[config.mk]
export PLATFORM = sky130hd
export DESIGN_NAME = game_rom_top
export DESIGN_NICKNAME = d
export VERILOG_FILES = /design/src/hw/game_rom_pkg.sv /design/src/hw/download_map.sv /design/src/hw/game_clocking.sv /design/src/hw/game_rom_top.sv /design/src/hw/rom_arbiter.sv /design/src/hw/rom_slot.sv
export SDC_FILE = /design/constraint.sdc
export NUM_CORES = 1
export LEC_CHECK = 0
export ABC_CLOCK_PERIOD_IN_PS = 13100
export CORE_MARGIN = 2
export CORE_UTILIZATION = 50
export CTS_CLUSTER_SIZE = 30
export DETAILED_ROUTE_END_ITERATION = 7
export DONT_BUFFER_PORTS = 1
export GPL_ROUTABILITY_DRIVEN = 0
export PLACE_DENSITY_LB_ADDON = 0.15
export SLEW_MARGIN = 40
export SYNTH_ARGS = -nofsm -noshare
export SYNTH_HDL_FRONTEND = slang
export SYNTH_HIERARCHICAL = 1
export SYNTH_SLANG_ARGS = --single-unit
[constraint.sdc]
create_clock -name clk -period 13.1 [get_ports clk]
set_clock_uncertainty 0.15 [all_clocks]
set_input_delay 1.965 -clock clk [delete_from_list [all_inputs] [get_ports clk]]
set_output_delay 1.965 -clock clk [all_outputs]
set_load 0.02 [all_outputs]
[src/hw/game_rom_pkg.sv]
`default_nettype none

package game_rom_pkg;

    // SDRAM word address, words are 16 bits wide
    localparam int SDRAM_AW = 22;

    // Byte clients
    localparam int MAIN_AW = 17;
    localparam int SND_AW  = 15;

    // Halfword clients
    localparam int CHAR_AW = 14;
    localparam int OBJ_AW  = 16;

    // Region start in SDRAM words
    localparam logic [SDRAM_AW-1:0] MAIN_OFFSET = 22'h00000;
    localparam logic [SDRAM_AW-1:0] SND_OFFSET  = 22'h10000;
    localparam logic [SDRAM_AW-1:0] CHAR_OFFSET = 22'h14000;
    localparam logic [SDRAM_AW-1:0] OBJ_OFFSET  = 22'h18000;
    localparam logic [SDRAM_AW-1:0] PROM_START  = 22'h28000;

    // Colour PROMs come right after the SDRAM regions in the byte stream
    localparam int PROM_COUNT = 4;
    localparam int PROM_SIZE  = 256;
    localparam logic [SDRAM_AW-1:0] PROM_BYTE_START = PROM_START << 1;
    localparam logic [SDRAM_AW-1:0] PROM_BYTE_END =
        SDRAM_AW'(PROM_BYTE_START + PROM_COUNT * PROM_SIZE - 1);

    typedef enum logic [1:0] {
        CLIENT_MAIN,
        CLIENT_SND,
        CLIENT_CHAR,
        CLIENT_OBJ
    } client_t;

    typedef enum logic [1:0] {
        RD_IDLE,
        RD_REQ,
        RD_WAIT
    } rd_state_t;

endpackage

`default_nettype wire

[src/hw/download_map.sv]
`timescale 1ns/10ps
`default_nettype none

module download_map
    import game_rom_pkg::*;
(
    input  logic                  clk,
    input  logic                  rst,
    input  logic                  ioctl_wr,
    input  logic [SDRAM_AW-1:0]   ioctl_addr,
    input  logic [7:0]            ioctl_data,
    output logic [SDRAM_AW-1:0]   prog_addr,
    output logic [7:0]            prog_data,
    output logic [1:0]            prog_mask,
    output logic                  prog_we,
    output logic [PROM_COUNT-1:0] prom_we
);

    // PROM select and offset fields of the byte address
    localparam int PSW = (PROM_COUNT > 1) ? $clog2(PROM_COUNT) : 1;
    localparam int POW = $clog2(PROM_SIZE);

    logic           in_sdram;
    logic           in_prom;
    logic [PSW-1:0] prom_sel;

    assign in_sdram = ioctl_addr < PROM_BYTE_START;
    assign in_prom  = (ioctl_addr >= PROM_BYTE_START) && (ioctl_addr <= PROM_BYTE_END);
    assign prom_sel = ioctl_addr[POW +: PSW];

    // Byte payload with its lane mask
    always_ff @(posedge clk) begin
        if (ioctl_wr) begin
            prog_data <= ioctl_data;
            // Mask is active low, even bytes go to the low lane
            prog_mask <= ioctl_addr[0] ? 2'b01 : 2'b10;
            if (in_prom) begin
                prog_addr <= SDRAM_AW'(ioctl_addr[POW-1:0]);
            end else begin
                prog_addr <= {1'b0, ioctl_addr[SDRAM_AW-1:1]};
            end
        end
    end

    // Single cycle write strobes
    always_ff @(posedge clk) begin
        if (rst) begin
            prog_we <= 1'b0;
            prom_we <= '0;
        end else begin
            prog_we <= ioctl_wr && in_sdram;
            prom_we <= '0;
            if (ioctl_wr && in_prom) begin
                prom_we[prom_sel] <= 1'b1;
            end
            // Bytes past the last PROM raise nothing
        end
    end

endmodule

`default_nettype wire

[src/hw/game_clocking.sv]
`timescale 1ns/10ps
`default_nettype none

module game_clocking #(
    parameter int CEN_DIV = 8
) (
    input  logic clk,
    input  logic rst,
    input  logic downloading,
    input  logic rom_ready,
    output logic cen6,
    output logic cen3,
    output logic rst_game
);

    localparam int CW = (CEN_DIV > 1) ? $clog2(CEN_DIV) : 1;

    logic [CW-1:0] cnt;
    logic          half;
    logic          rst_aux;

    // Divider for the pixel clock enables
    always_ff @(posedge clk) begin
        if (rst) begin
            cnt  <= '0;
            half <= 1'b0;
            cen6 <= 1'b0;
            cen3 <= 1'b0;
        end else begin
            cen6 <= 1'b0;
            cen3 <= 1'b0;
            if (cnt == CW'(CEN_DIV - 1)) begin
                cnt  <= '0;
                cen6 <= 1'b1;
                // cen3 on every other cen6
                cen3 <= half;
                half <= ~half;
            end else begin
                cnt <= cnt + 1'b1;
            end
        end
    end

    // Game reset held until the ROM can be read
    always_ff @(posedge clk) begin
        if (rst || downloading || !rom_ready) begin
            rst_aux  <= 1'b1;
            rst_game <= 1'b1;
        end else begin
            rst_aux  <= 1'b0;
            rst_game <= rst_aux;
        end
    end

endmodule

`default_nettype wire

[src/hw/game_rom_top.sv]
`timescale 1ns/10ps
`default_nettype none

module game_rom_top
    import game_rom_pkg::*;
#(
    parameter int CEN_DIV = 8
) (
    input  logic                  clk,
    input  logic                  rst,
    input  logic                  downloading,
    // Download stream
    input  logic                  ioctl_wr,
    input  logic [SDRAM_AW-1:0]   ioctl_addr,
    input  logic [7:0]            ioctl_data,
    // ROM clients
    input  logic                  main_cs,
    input  logic [MAIN_AW-1:0]    main_addr,
    output logic [7:0]            main_data,
    output logic                  main_ok,
    input  logic                  snd_cs,
    input  logic [SND_AW-1:0]     snd_addr,
    output logic [7:0]            snd_data,
    output logic                  snd_ok,
    input  logic                  char_cs,
    input  logic [CHAR_AW-1:0]    char_addr,
    output logic [15:0]           char_data,
    output logic                  char_ok,
    input  logic                  obj_cs,
    input  logic [OBJ_AW-1:0]     obj_addr,
    output logic [15:0]           obj_data,
    output logic                  obj_ok,
    // Clock enables and game reset
    output logic                  cen6,
    output logic                  cen3,
    output logic                  rst_game,
    // SDRAM and PROM writes
    output logic [SDRAM_AW-1:0]   prog_addr,
    output logic [7:0]            prog_data,
    output logic [1:0]            prog_mask,
    output logic                  prog_we,
    output logic [PROM_COUNT-1:0] prom_we,
    // SDRAM reads
    output logic                  sdram_req,
    output logic [SDRAM_AW-1:0]   sdram_addr,
    input  logic                  sdram_ack,
    input  logic                  data_rdy,
    input  logic [31:0]           data_read,
    output logic                  refresh_en
);

    logic                rom_ready;
    logic [3:0]          fetch_req;
    logic [3:0]          fetch_done;
    logic [31:0]         fetch_data;
    logic [SDRAM_AW-1:0] main_fetch_addr;
    logic [SDRAM_AW-1:0] snd_fetch_addr;
    logic [SDRAM_AW-1:0] char_fetch_addr;
    logic [SDRAM_AW-1:0] obj_fetch_addr;

    game_clocking #(
        .CEN_DIV     ( CEN_DIV     )
    ) u_clocking (
        .clk         ( clk         ),
        .rst         ( rst         ),
        .downloading ( downloading ),
        .rom_ready   ( rom_ready   ),
        .cen6        ( cen6        ),
        .cen3        ( cen3        ),
        .rst_game    ( rst_game    )
    );

    download_map u_download_map (
        .clk         ( clk         ),
        .rst         ( rst         ),
        .ioctl_wr    ( ioctl_wr    ),
        .ioctl_addr  ( ioctl_addr  ),
        .ioctl_data  ( ioctl_data  ),
        .prog_addr   ( prog_addr   ),
        .prog_data   ( prog_data   ),
        .prog_mask   ( prog_mask   ),
        .prog_we     ( prog_we     ),
        .prom_we     ( prom_we     )
    );

    rom_slot #(.AW(MAIN_AW), .DW(8), .OFFSET(MAIN_OFFSET)) u_main_slot (
        .clk        ( clk             ),
        .rst        ( rst             ),
        .flush      ( downloading     ),
        .cs         ( main_cs         ),
        .addr       ( main_addr       ),
        .fetch_done ( fetch_done[0]   ),
        .fetch_data ( fetch_data      ),
        .data       ( main_data       ),
        .ok         ( main_ok         ),
        .fetch_req  ( fetch_req[0]    ),
        .fetch_addr ( main_fetch_addr )
    );

    rom_slot #(.AW(SND_AW), .DW(8), .OFFSET(SND_OFFSET)) u_snd_slot (
        .clk        ( clk             ),
        .rst        ( rst             ),
        .flush      ( downloading     ),
        .cs         ( snd_cs          ),
        .addr       ( snd_addr        ),
        .fetch_done ( fetch_done[1]   ),
        .fetch_data ( fetch_data      ),
        .data       ( snd_data        ),
        .ok         ( snd_ok          ),
        .fetch_req  ( fetch_req[1]    ),
        .fetch_addr ( snd_fetch_addr  )
    );

    rom_slot #(.AW(CHAR_AW), .DW(16), .OFFSET(CHAR_OFFSET)) u_char_slot (
        .clk        ( clk             ),
        .rst        ( rst             ),
        .flush      ( downloading     ),
        .cs         ( char_cs         ),
        .addr       ( char_addr       ),
        .fetch_done ( fetch_done[2]   ),
        .fetch_data ( fetch_data      ),
        .data       ( char_data       ),
        .ok         ( char_ok         ),
        .fetch_req  ( fetch_req[2]    ),
        .fetch_addr ( char_fetch_addr )
    );

    rom_slot #(.AW(OBJ_AW), .DW(16), .OFFSET(OBJ_OFFSET)) u_obj_slot (
        .clk        ( clk             ),
        .rst        ( rst             ),
        .flush      ( downloading     ),
        .cs         ( obj_cs          ),
        .addr       ( obj_addr        ),
        .fetch_done ( fetch_done[3]   ),
        .fetch_data ( fetch_data      ),
        .data       ( obj_data        ),
        .ok         ( obj_ok          ),
        .fetch_req  ( fetch_req[3]    ),
        .fetch_addr ( obj_fetch_addr  )
    );

    rom_arbiter u_arbiter (
        .clk         ( clk             ),
        .rst         ( rst             ),
        .downloading ( downloading     ),
        .req         ( fetch_req       ),
        .addr_main   ( main_fetch_addr ),
        .addr_snd    ( snd_fetch_addr  ),
        .addr_char   ( char_fetch_addr ),
        .addr_obj    ( obj_fetch_addr  ),
        .sdram_ack   ( sdram_ack       ),
        .data_rdy    ( data_rdy        ),
        .data_read   ( data_read       ),
        .done        ( fetch_done      ),
        .fetch_data  ( fetch_data      ),
        .sdram_req   ( sdram_req       ),
        .sdram_addr  ( sdram_addr      ),
        .refresh_en  ( refresh_en      ),
        .rom_ready   ( rom_ready       )
    );

endmodule

`default_nettype wire

[src/hw/rom_arbiter.sv]
`timescale 1ns/10ps
`default_nettype none

module rom_arbiter
    import game_rom_pkg::*;
(
    input  logic                clk,
    input  logic                rst,
    input  logic                downloading,
    input  logic [3:0]          req,
    input  logic [SDRAM_AW-1:0] addr_main,
    input  logic [SDRAM_AW-1:0] addr_snd,
    input  logic [SDRAM_AW-1:0] addr_char,
    input  logic [SDRAM_AW-1:0] addr_obj,
    input  logic                sdram_ack,
    input  logic                data_rdy,
    input  logic [31:0]         data_read,
    output logic [3:0]          done,
    output logic [31:0]         fetch_data,
    output logic                sdram_req,
    output logic [SDRAM_AW-1:0] sdram_addr,
    output logic                refresh_en,
    output logic                rom_ready
);

    rd_state_t           state;
    client_t             gnt;
    client_t             pick;
    logic [SDRAM_AW-1:0] pick_addr;
    logic                start;
    logic                dl_q;

    // Fixed priority, main first
    always_comb begin
        if (req[0]) begin
            pick = CLIENT_MAIN;
        end else if (req[1]) begin
            pick = CLIENT_SND;
        end else if (req[2]) begin
            pick = CLIENT_CHAR;
        end else begin
            pick = CLIENT_OBJ;
        end
    end

    always_comb begin
        case (pick)
            CLIENT_MAIN: pick_addr = addr_main;
            CLIENT_SND:  pick_addr = addr_snd;
            CLIENT_CHAR: pick_addr = addr_char;
            default:     pick_addr = addr_obj;
        endcase
    end

    // No reads while the ROM is being written
    assign start = (state == RD_IDLE) && !downloading && (|req);

    always_ff @(posedge clk) begin
        if (rst) begin
            state      <= RD_IDLE;
            sdram_req  <= 1'b0;
            refresh_en <= 1'b0;
        end else begin
            refresh_en <= 1'b0;
            case (state)
                RD_IDLE: begin
                    refresh_en <= !(|req);
                    if (start) begin
                        sdram_req <= 1'b1;
                        state     <= RD_REQ;
                    end
                end
                RD_REQ: begin
                    // Hold request and address until the controller takes them
                    if (sdram_ack) begin
                        sdram_req <= 1'b0;
                        state     <= RD_WAIT;
                    end
                end
                RD_WAIT: begin
                    if (data_rdy) begin
                        state <= RD_IDLE;
                    end
                end
                default: state <= RD_IDLE;
            endcase
        end
    end

    // Grant and address latched when the read starts
    always_ff @(posedge clk) begin
        if (start) begin
            gnt        <= pick;
            sdram_addr <= pick_addr;
        end
    end

    // Data goes back in the data_rdy cycle, only to the granted slot
    always_comb begin
        done = '0;
        if ((state == RD_WAIT) && data_rdy) begin
            done[gnt] = 1'b1;
        end
    end

    assign fetch_data = data_read;

    // ROM usable from the cycle after download ends
    always_ff @(posedge clk) begin
        if (rst) begin
            dl_q      <= 1'b0;
            rom_ready <= 1'b0;
        end else begin
            dl_q <= downloading;
            if (downloading) begin
                rom_ready <= 1'b0;
            end else if (dl_q) begin
                rom_ready <= 1'b1;
            end
        end
    end

endmodule

`default_nettype wire

[src/hw/rom_slot.sv]
`timescale 1ns/10ps
`default_nettype none

module rom_slot
    import game_rom_pkg::*;
#(
    parameter int                  AW     = 17,
    parameter int                  DW     = 8,
    parameter logic [SDRAM_AW-1:0] OFFSET = '0
) (
    input  logic                clk,
    input  logic                rst,
    input  logic                flush,
    input  logic                cs,
    input  logic [AW-1:0]       addr,
    input  logic                fetch_done,
    input  logic [31:0]         fetch_data,
    output logic [DW-1:0]       data,
    output logic                ok,
    output logic                fetch_req,
    output logic [SDRAM_AW-1:0] fetch_addr
);

    // Lane select bits, four bytes or two halfwords per word
    localparam int LW = (DW == 8) ? 2 : 1;
    localparam int TW = AW - LW;

    logic [31:0]   word_q;
    logic [TW-1:0] tag_q;
    logic          valid_q;
    logic [TW-1:0] tag;
    logic          hit;

    assign tag = addr[AW-1:LW];
    assign hit = valid_q && (tag_q == tag);
    assign ok  = cs && hit;

    // Lane 0 sits in the low bits of word A
    assign data = word_q[DW * addr[LW-1:0] +: DW];

    // Tag doubled gives the first of the two SDRAM words
    assign fetch_req  = cs && !hit;
    assign fetch_addr = OFFSET + SDRAM_AW'({tag, 1'b0});

    always_ff @(posedge clk) begin
        if (fetch_done) begin
            word_q <= fetch_data;
            tag_q  <= tag;
        end
    end

    // New download content makes the cached word stale
    always_ff @(posedge clk) begin
        if (rst || flush) begin
            valid_q <= 1'b0;
        end else if (fetch_done) begin
            valid_q <= 1'b1;
        end
    end

endmodule

`default_nettype wire

# == After elaboration in Yosys (flattened, before gate mapping) ==
# Index checks and enable logic that the tools add are counted.
# W data, S select, Z words.
# word_totals
ff_bits,263
in_bits,134
output_inout_bits,116
# op_classes
add_sub_neg,4
n_lt_le_gt_ge,7
n_eq_ne,12
shift,4
mux,20
bitwise_logic,4
reduce_logical,40
# op_table
operator,count
$shiftx A32 B6 Y16,2
$shiftx A32 B6 Y8,2
$pmux W18 S3,1
$add A17 B14 Y18 const A,2
$eq A15 B15 Y1,2
$eq A13 B13 Y1,2
$ge A22 B19 Y1 const B,1
$le A22 B19 Y1 const B,1
$lt A22 B19 Y1 const B,1
$logic_and A1 B1 Y1,20
$add A17 B16 Y18 const A,1
$mux W2,6
$reduce_or A2 Y1,5
$mux W8,1
$logic_not A1 Y1,7
$mux W1,7
$lt A2 B3 Y1 const B,2
$pmux W2 S3,1
$reduce_and A3 Y1,2
$demux W1 S2,2
$eq A2 B1 Y1 const B,2
$eq A2 B2 Y1 const B,2
$ge A2 B1 Y1 const B,2
$logic_not A2 Y1,2
10 further kinds,15

# == Logic depth before layout (Yosys ltp) ==
# depth
ltp_word,9
mapped_depth,9
ltp_nobuf,7

# == By module ==
# The synthesis kept the hierarchy.
# modules_own_cells
module,n_inst,cells_per_inst,area_per_inst_um2
rom_arbiter,1,237,2070.7
rom_slot (u_main_slot),1,105,1979.4
rom_slot (u_obj_slot),1,113,1976.9
rom_slot (u_char_slot),1,110,1904.3
rom_slot (u_snd_slot),1,102,1903.1
download_map,1,76,1332.5
game_clocking,1,22,259.0

# == Least setup slack after synthesis ==
# Ideal clock, no wire load.
# synth_timing
kind,input to register
start,input port data_rdy
end,"register u_obj_slot.tag_q[0], enable pin"
setup_ns,0.512
arrival_ns,5.357
required_time_ns,12.438
setup_slack_ns,7.081
cell_stages,2
n_path_buf,0
path_cell_list,nand3b_1 -> nor3_1
# synth_via
elab_chain_cells,2
# synth_lines
item,line_no,text
start: declaration,game_rom_top.sv:47,"input logic data_rdy,"
$logic_and A1 B1 Y1,rom_arbiter.sv:101,if ((state == RD_WAIT) && data_rdy) begin
$mux W4,rom_arbiter.sv:101,
named net fetch_done[3],game_rom_top.sv:54,logic [3:0] fetch_done;
end signal: assignment,rom_slot.sv:48,tag_q <= tag;
end: declaration,rom_slot.sv:29,logic [TW-1:0] tag_q;
# The timed path passes the listed nets, and every way through them passes these cells.
# A chain may end at the register's enable or synchronous reset.

# == Worst setup path after layout ==
# layout_timing
start,input port main_addr[7]
end,output port main_ok
# layout_via
elab_chain_cells,3
# layout_lines
item,line_no,text
start: declaration,game_rom_top.sv:18,"input logic [MAIN_AW-1:0] main_addr,"
$eq A15 B15 Y1,rom_slot.sv:35,assign hit = valid_q && (tag_q == tag);
$logic_and A1 B1 Y1,rom_slot.sv:35,
$logic_and A1 B1 Y1,rom_slot.sv:36,assign ok = cs && hit;
end: declaration,game_rom_top.sv:20,"output logic main_ok,"
# Every way passes these cells.

==> results_dict.tcl <==
set metrics [dict create \
    status "complete, no violations" \
    grt_pass1_vias 5571 \
    clkTransAtPathRegs_ns 0.06 \
    worstSetupEndpointType "output pin" \
    initial_utilization_pct 50.8 \
    cap_violations 0 \
    power_density_mw_per_mm2 155 \
    finalCritPeriodShare_pct 40.6 \
    post_synth_num_cell_types 42 \
    cp_max_fo 3 \
    setup_viol 0 \
    cp.arrival_ns 3.20 \
    grt_overflow 0 \
    yosysTopAreaCell "edfxtp_1" \
    cts_hold_buf 0 \
    routed_via_density 5.43 \
    ys.flop_type "edfxtp_1" \
    antenna_found_initial 0 \
    synth_common_cells "edfxtp_1, buf_4, xnor2_1" \
    wl_per_cell_um 23.6 \
    setup.worst_path.start_class "primary input" \
    syn-cell-area_mm2 0.0114 \
    die_h_um 155 \
    cts_buffers 28 \
    synth_most_common_cell "edfxtp_1" \
    core_area_mm2 0.0225 \
    hold_viol_final 0 \
    synth-seq-cells 262 \
    nNetsFinal 812 \
    total_power_mw 1.83 \
    cts_tree "built" \
    worstMarginPinSlew_ns 0.689 \
    slew_headroom_pct 54.0 \
    hp-class "reg -> reg" \
    synth.yosys.seq_area_share_pct 66.8 \
    ant_nets 0 \
    clk_path_buf_depth 3 \
    cts_resized 0 \
    placed_area_mm2 0.0109 \
    yosysWarnings 6 \
    period_needed_ns 5.32 \
    hpwl_mm 16.5 \
    vias 5332 \
    rsz0062_at_grt "false" \
    n_antenna_cell 0 \
    drtIter0Drc 340 \
    root_buffer "clkbuf_16" \
    cts_setup_buffers 0 \
    finalMaxSlewViolations 0 \
    routed_wl_mm 23.2 \
    layout-drive-gt1-share_pct 21.8 \
    grt.total_usage_pct 18.9 \
    power.leakage_nw 3.94 \
    setup_tns_ns 0 \
    firstDrtPassIters 5 \
    drc_errors 0 \
    critPathKind "in -> out" \
    grt_max_degree 49 \
    synth_edf_count 239 \
    final_area_mm2 0.0119 \
    area_growth_pct 3.77 \
    portBuffers 0 \
    fmax_mhz 188 \
    grt_pass1_wl_mm 34.1 \
    vdd_drop_max_uv 91.2 \
    num_rows 55 \
    avgSynthCellArea_um2 14.9 \
    die_width_um 155 \
    clock-sinks 262 \
    postSynthCellCount 765 \
    clk_latency_ns 0.53 \
    io_pins 250 \
    synth_top_area_share_pct 62.8 \
    htreeDepth 1 \
    synthTopCellsByArea "edfxtp_1, buf_4, xnor2_1, dfxtp_1, mux2_2" \
    required_ns 10.98 \
    async_reset_ff_share_pct 0 \
    die_area_mm2 0.0241 \
]
-- power breakdown --
group	switching, mW	internal [mW]
clock	0.313	0.486
sequential	0.0284	0.936
combinational	0.0405	0.0302
-- worst max-delay path: stages --
cell     delay [ns]
xnor2_1        0.15
nand4_1        0.19
nor4_2         0.57
and2_1         0.32
-- stage by stage --
step / setup WS, ns / hold slack [ns] / instances / util (%)
floorplan: 7.08 / 0.221 / 789 / -
global placement: 7.71 / 0.230 / 930 / 48.3
detailed placement: 7.71 / 0.249 / 930 / 48.3
CTS: 7.72 / 0.269 / 982 / 52.7
global route: 7.72 / 0.293 / 982 / 52.7
finish: 7.78 / 0.265 / 982 / 52.7
-- final timing paths --
kind,slack [ns],start,depth (start not counted),end
setup reg to reg,9.71,u_main_slot/tag_q[5]$_DFFE_PP_,9,u_arbiter/gnt[1]$_DFFE_PP_
hold / removal,0.26,u_arbiter/rom_ready$_SDFFE_PP0P_,1,u_clocking/rst_aux$_DFF_P_
hold reg to reg,0.26,u_arbiter/rom_ready$_SDFFE_PP0P_,1,u_clocking/rst_aux$_DFF_P_
setup / recovery,7.78,main_addr[7],4,main_ok
-- registers in the layout, summed over array words and instances (netlist names), 8 cells and up --
signal                    cells
u_char_slot/word_q           32
u_main_slot/word_q           32
u_obj_slot/word_q            32
u_snd_slot/word_q            32
u_arbiter/sdram_addr         22
u_download_map/prog_addr     21
u_main_slot/tag_q            15
u_obj_slot/tag_q             15
u_char_slot/tag_q            13
u_snd_slot/tag_q             13
u_download_map/prog_data      8
-- kinds of logic after synthesis --
kind of cell	synth area share, %
buf+inv	10.7
mux	7.19
flops	66.8
simple gates	7.07
xor+xnor	4.37
fa+ha+maj	0.329
compound gates	3.31
other cells	0.230
-- cells in the final DEF (no fill, tap or decap), types with 2 or more instances in the layout --
cell	Yosys	routed
mux2_4	3	3
nor4_2	4	4
edfxtp_1	239	239
a221o_1	22	22
xnor2_1	57	57
clkbuf_8	0	5
nor3b_1	2	2
inv_2	1	2
mux2_2	37	37
mux4_2	16	16
nor2b_4	0	2
buf_4	120	10
nor2_1	38	38
nand3b_1	3	3
nor3_2	2	5
nand2b_1	2	2
and2_1	7	7
clkbuf_1	16	3
bufinv_16	0	2
dfxtp_1	23	23
nor3_1	12	8
nand4_1	14	14
ha_1	3	3
conb_1	7	31
clkbuf_16	0	30
clkinv_2	0	7
nor4_1	2	2
nor2b_1	6	4
nand2_1	29	29
nor2_2	18	18
inv_1	29	28
a21oi_1	24	24
-- per-layer routing --
layer	GRT usage (%)	up-vias	share of wire, %
met3	6.49	40	9.0
met2	31.6	210	49
met4	6.90	0	3.1
li1	-	2425	-
met5	0	-	0
met1	22.9	2657	39
-- area by class of cell --
class,count,area (um^2)
clock buffer,38,831
sequential,262,7640
clock inverter,14,141
multi-input combinational,343,2700
inverter,30,113
timing repair buffer,10,75.1
fill,1845,10600
tap,285,357
Note: power is estimated with default switching activity, not from simulation.
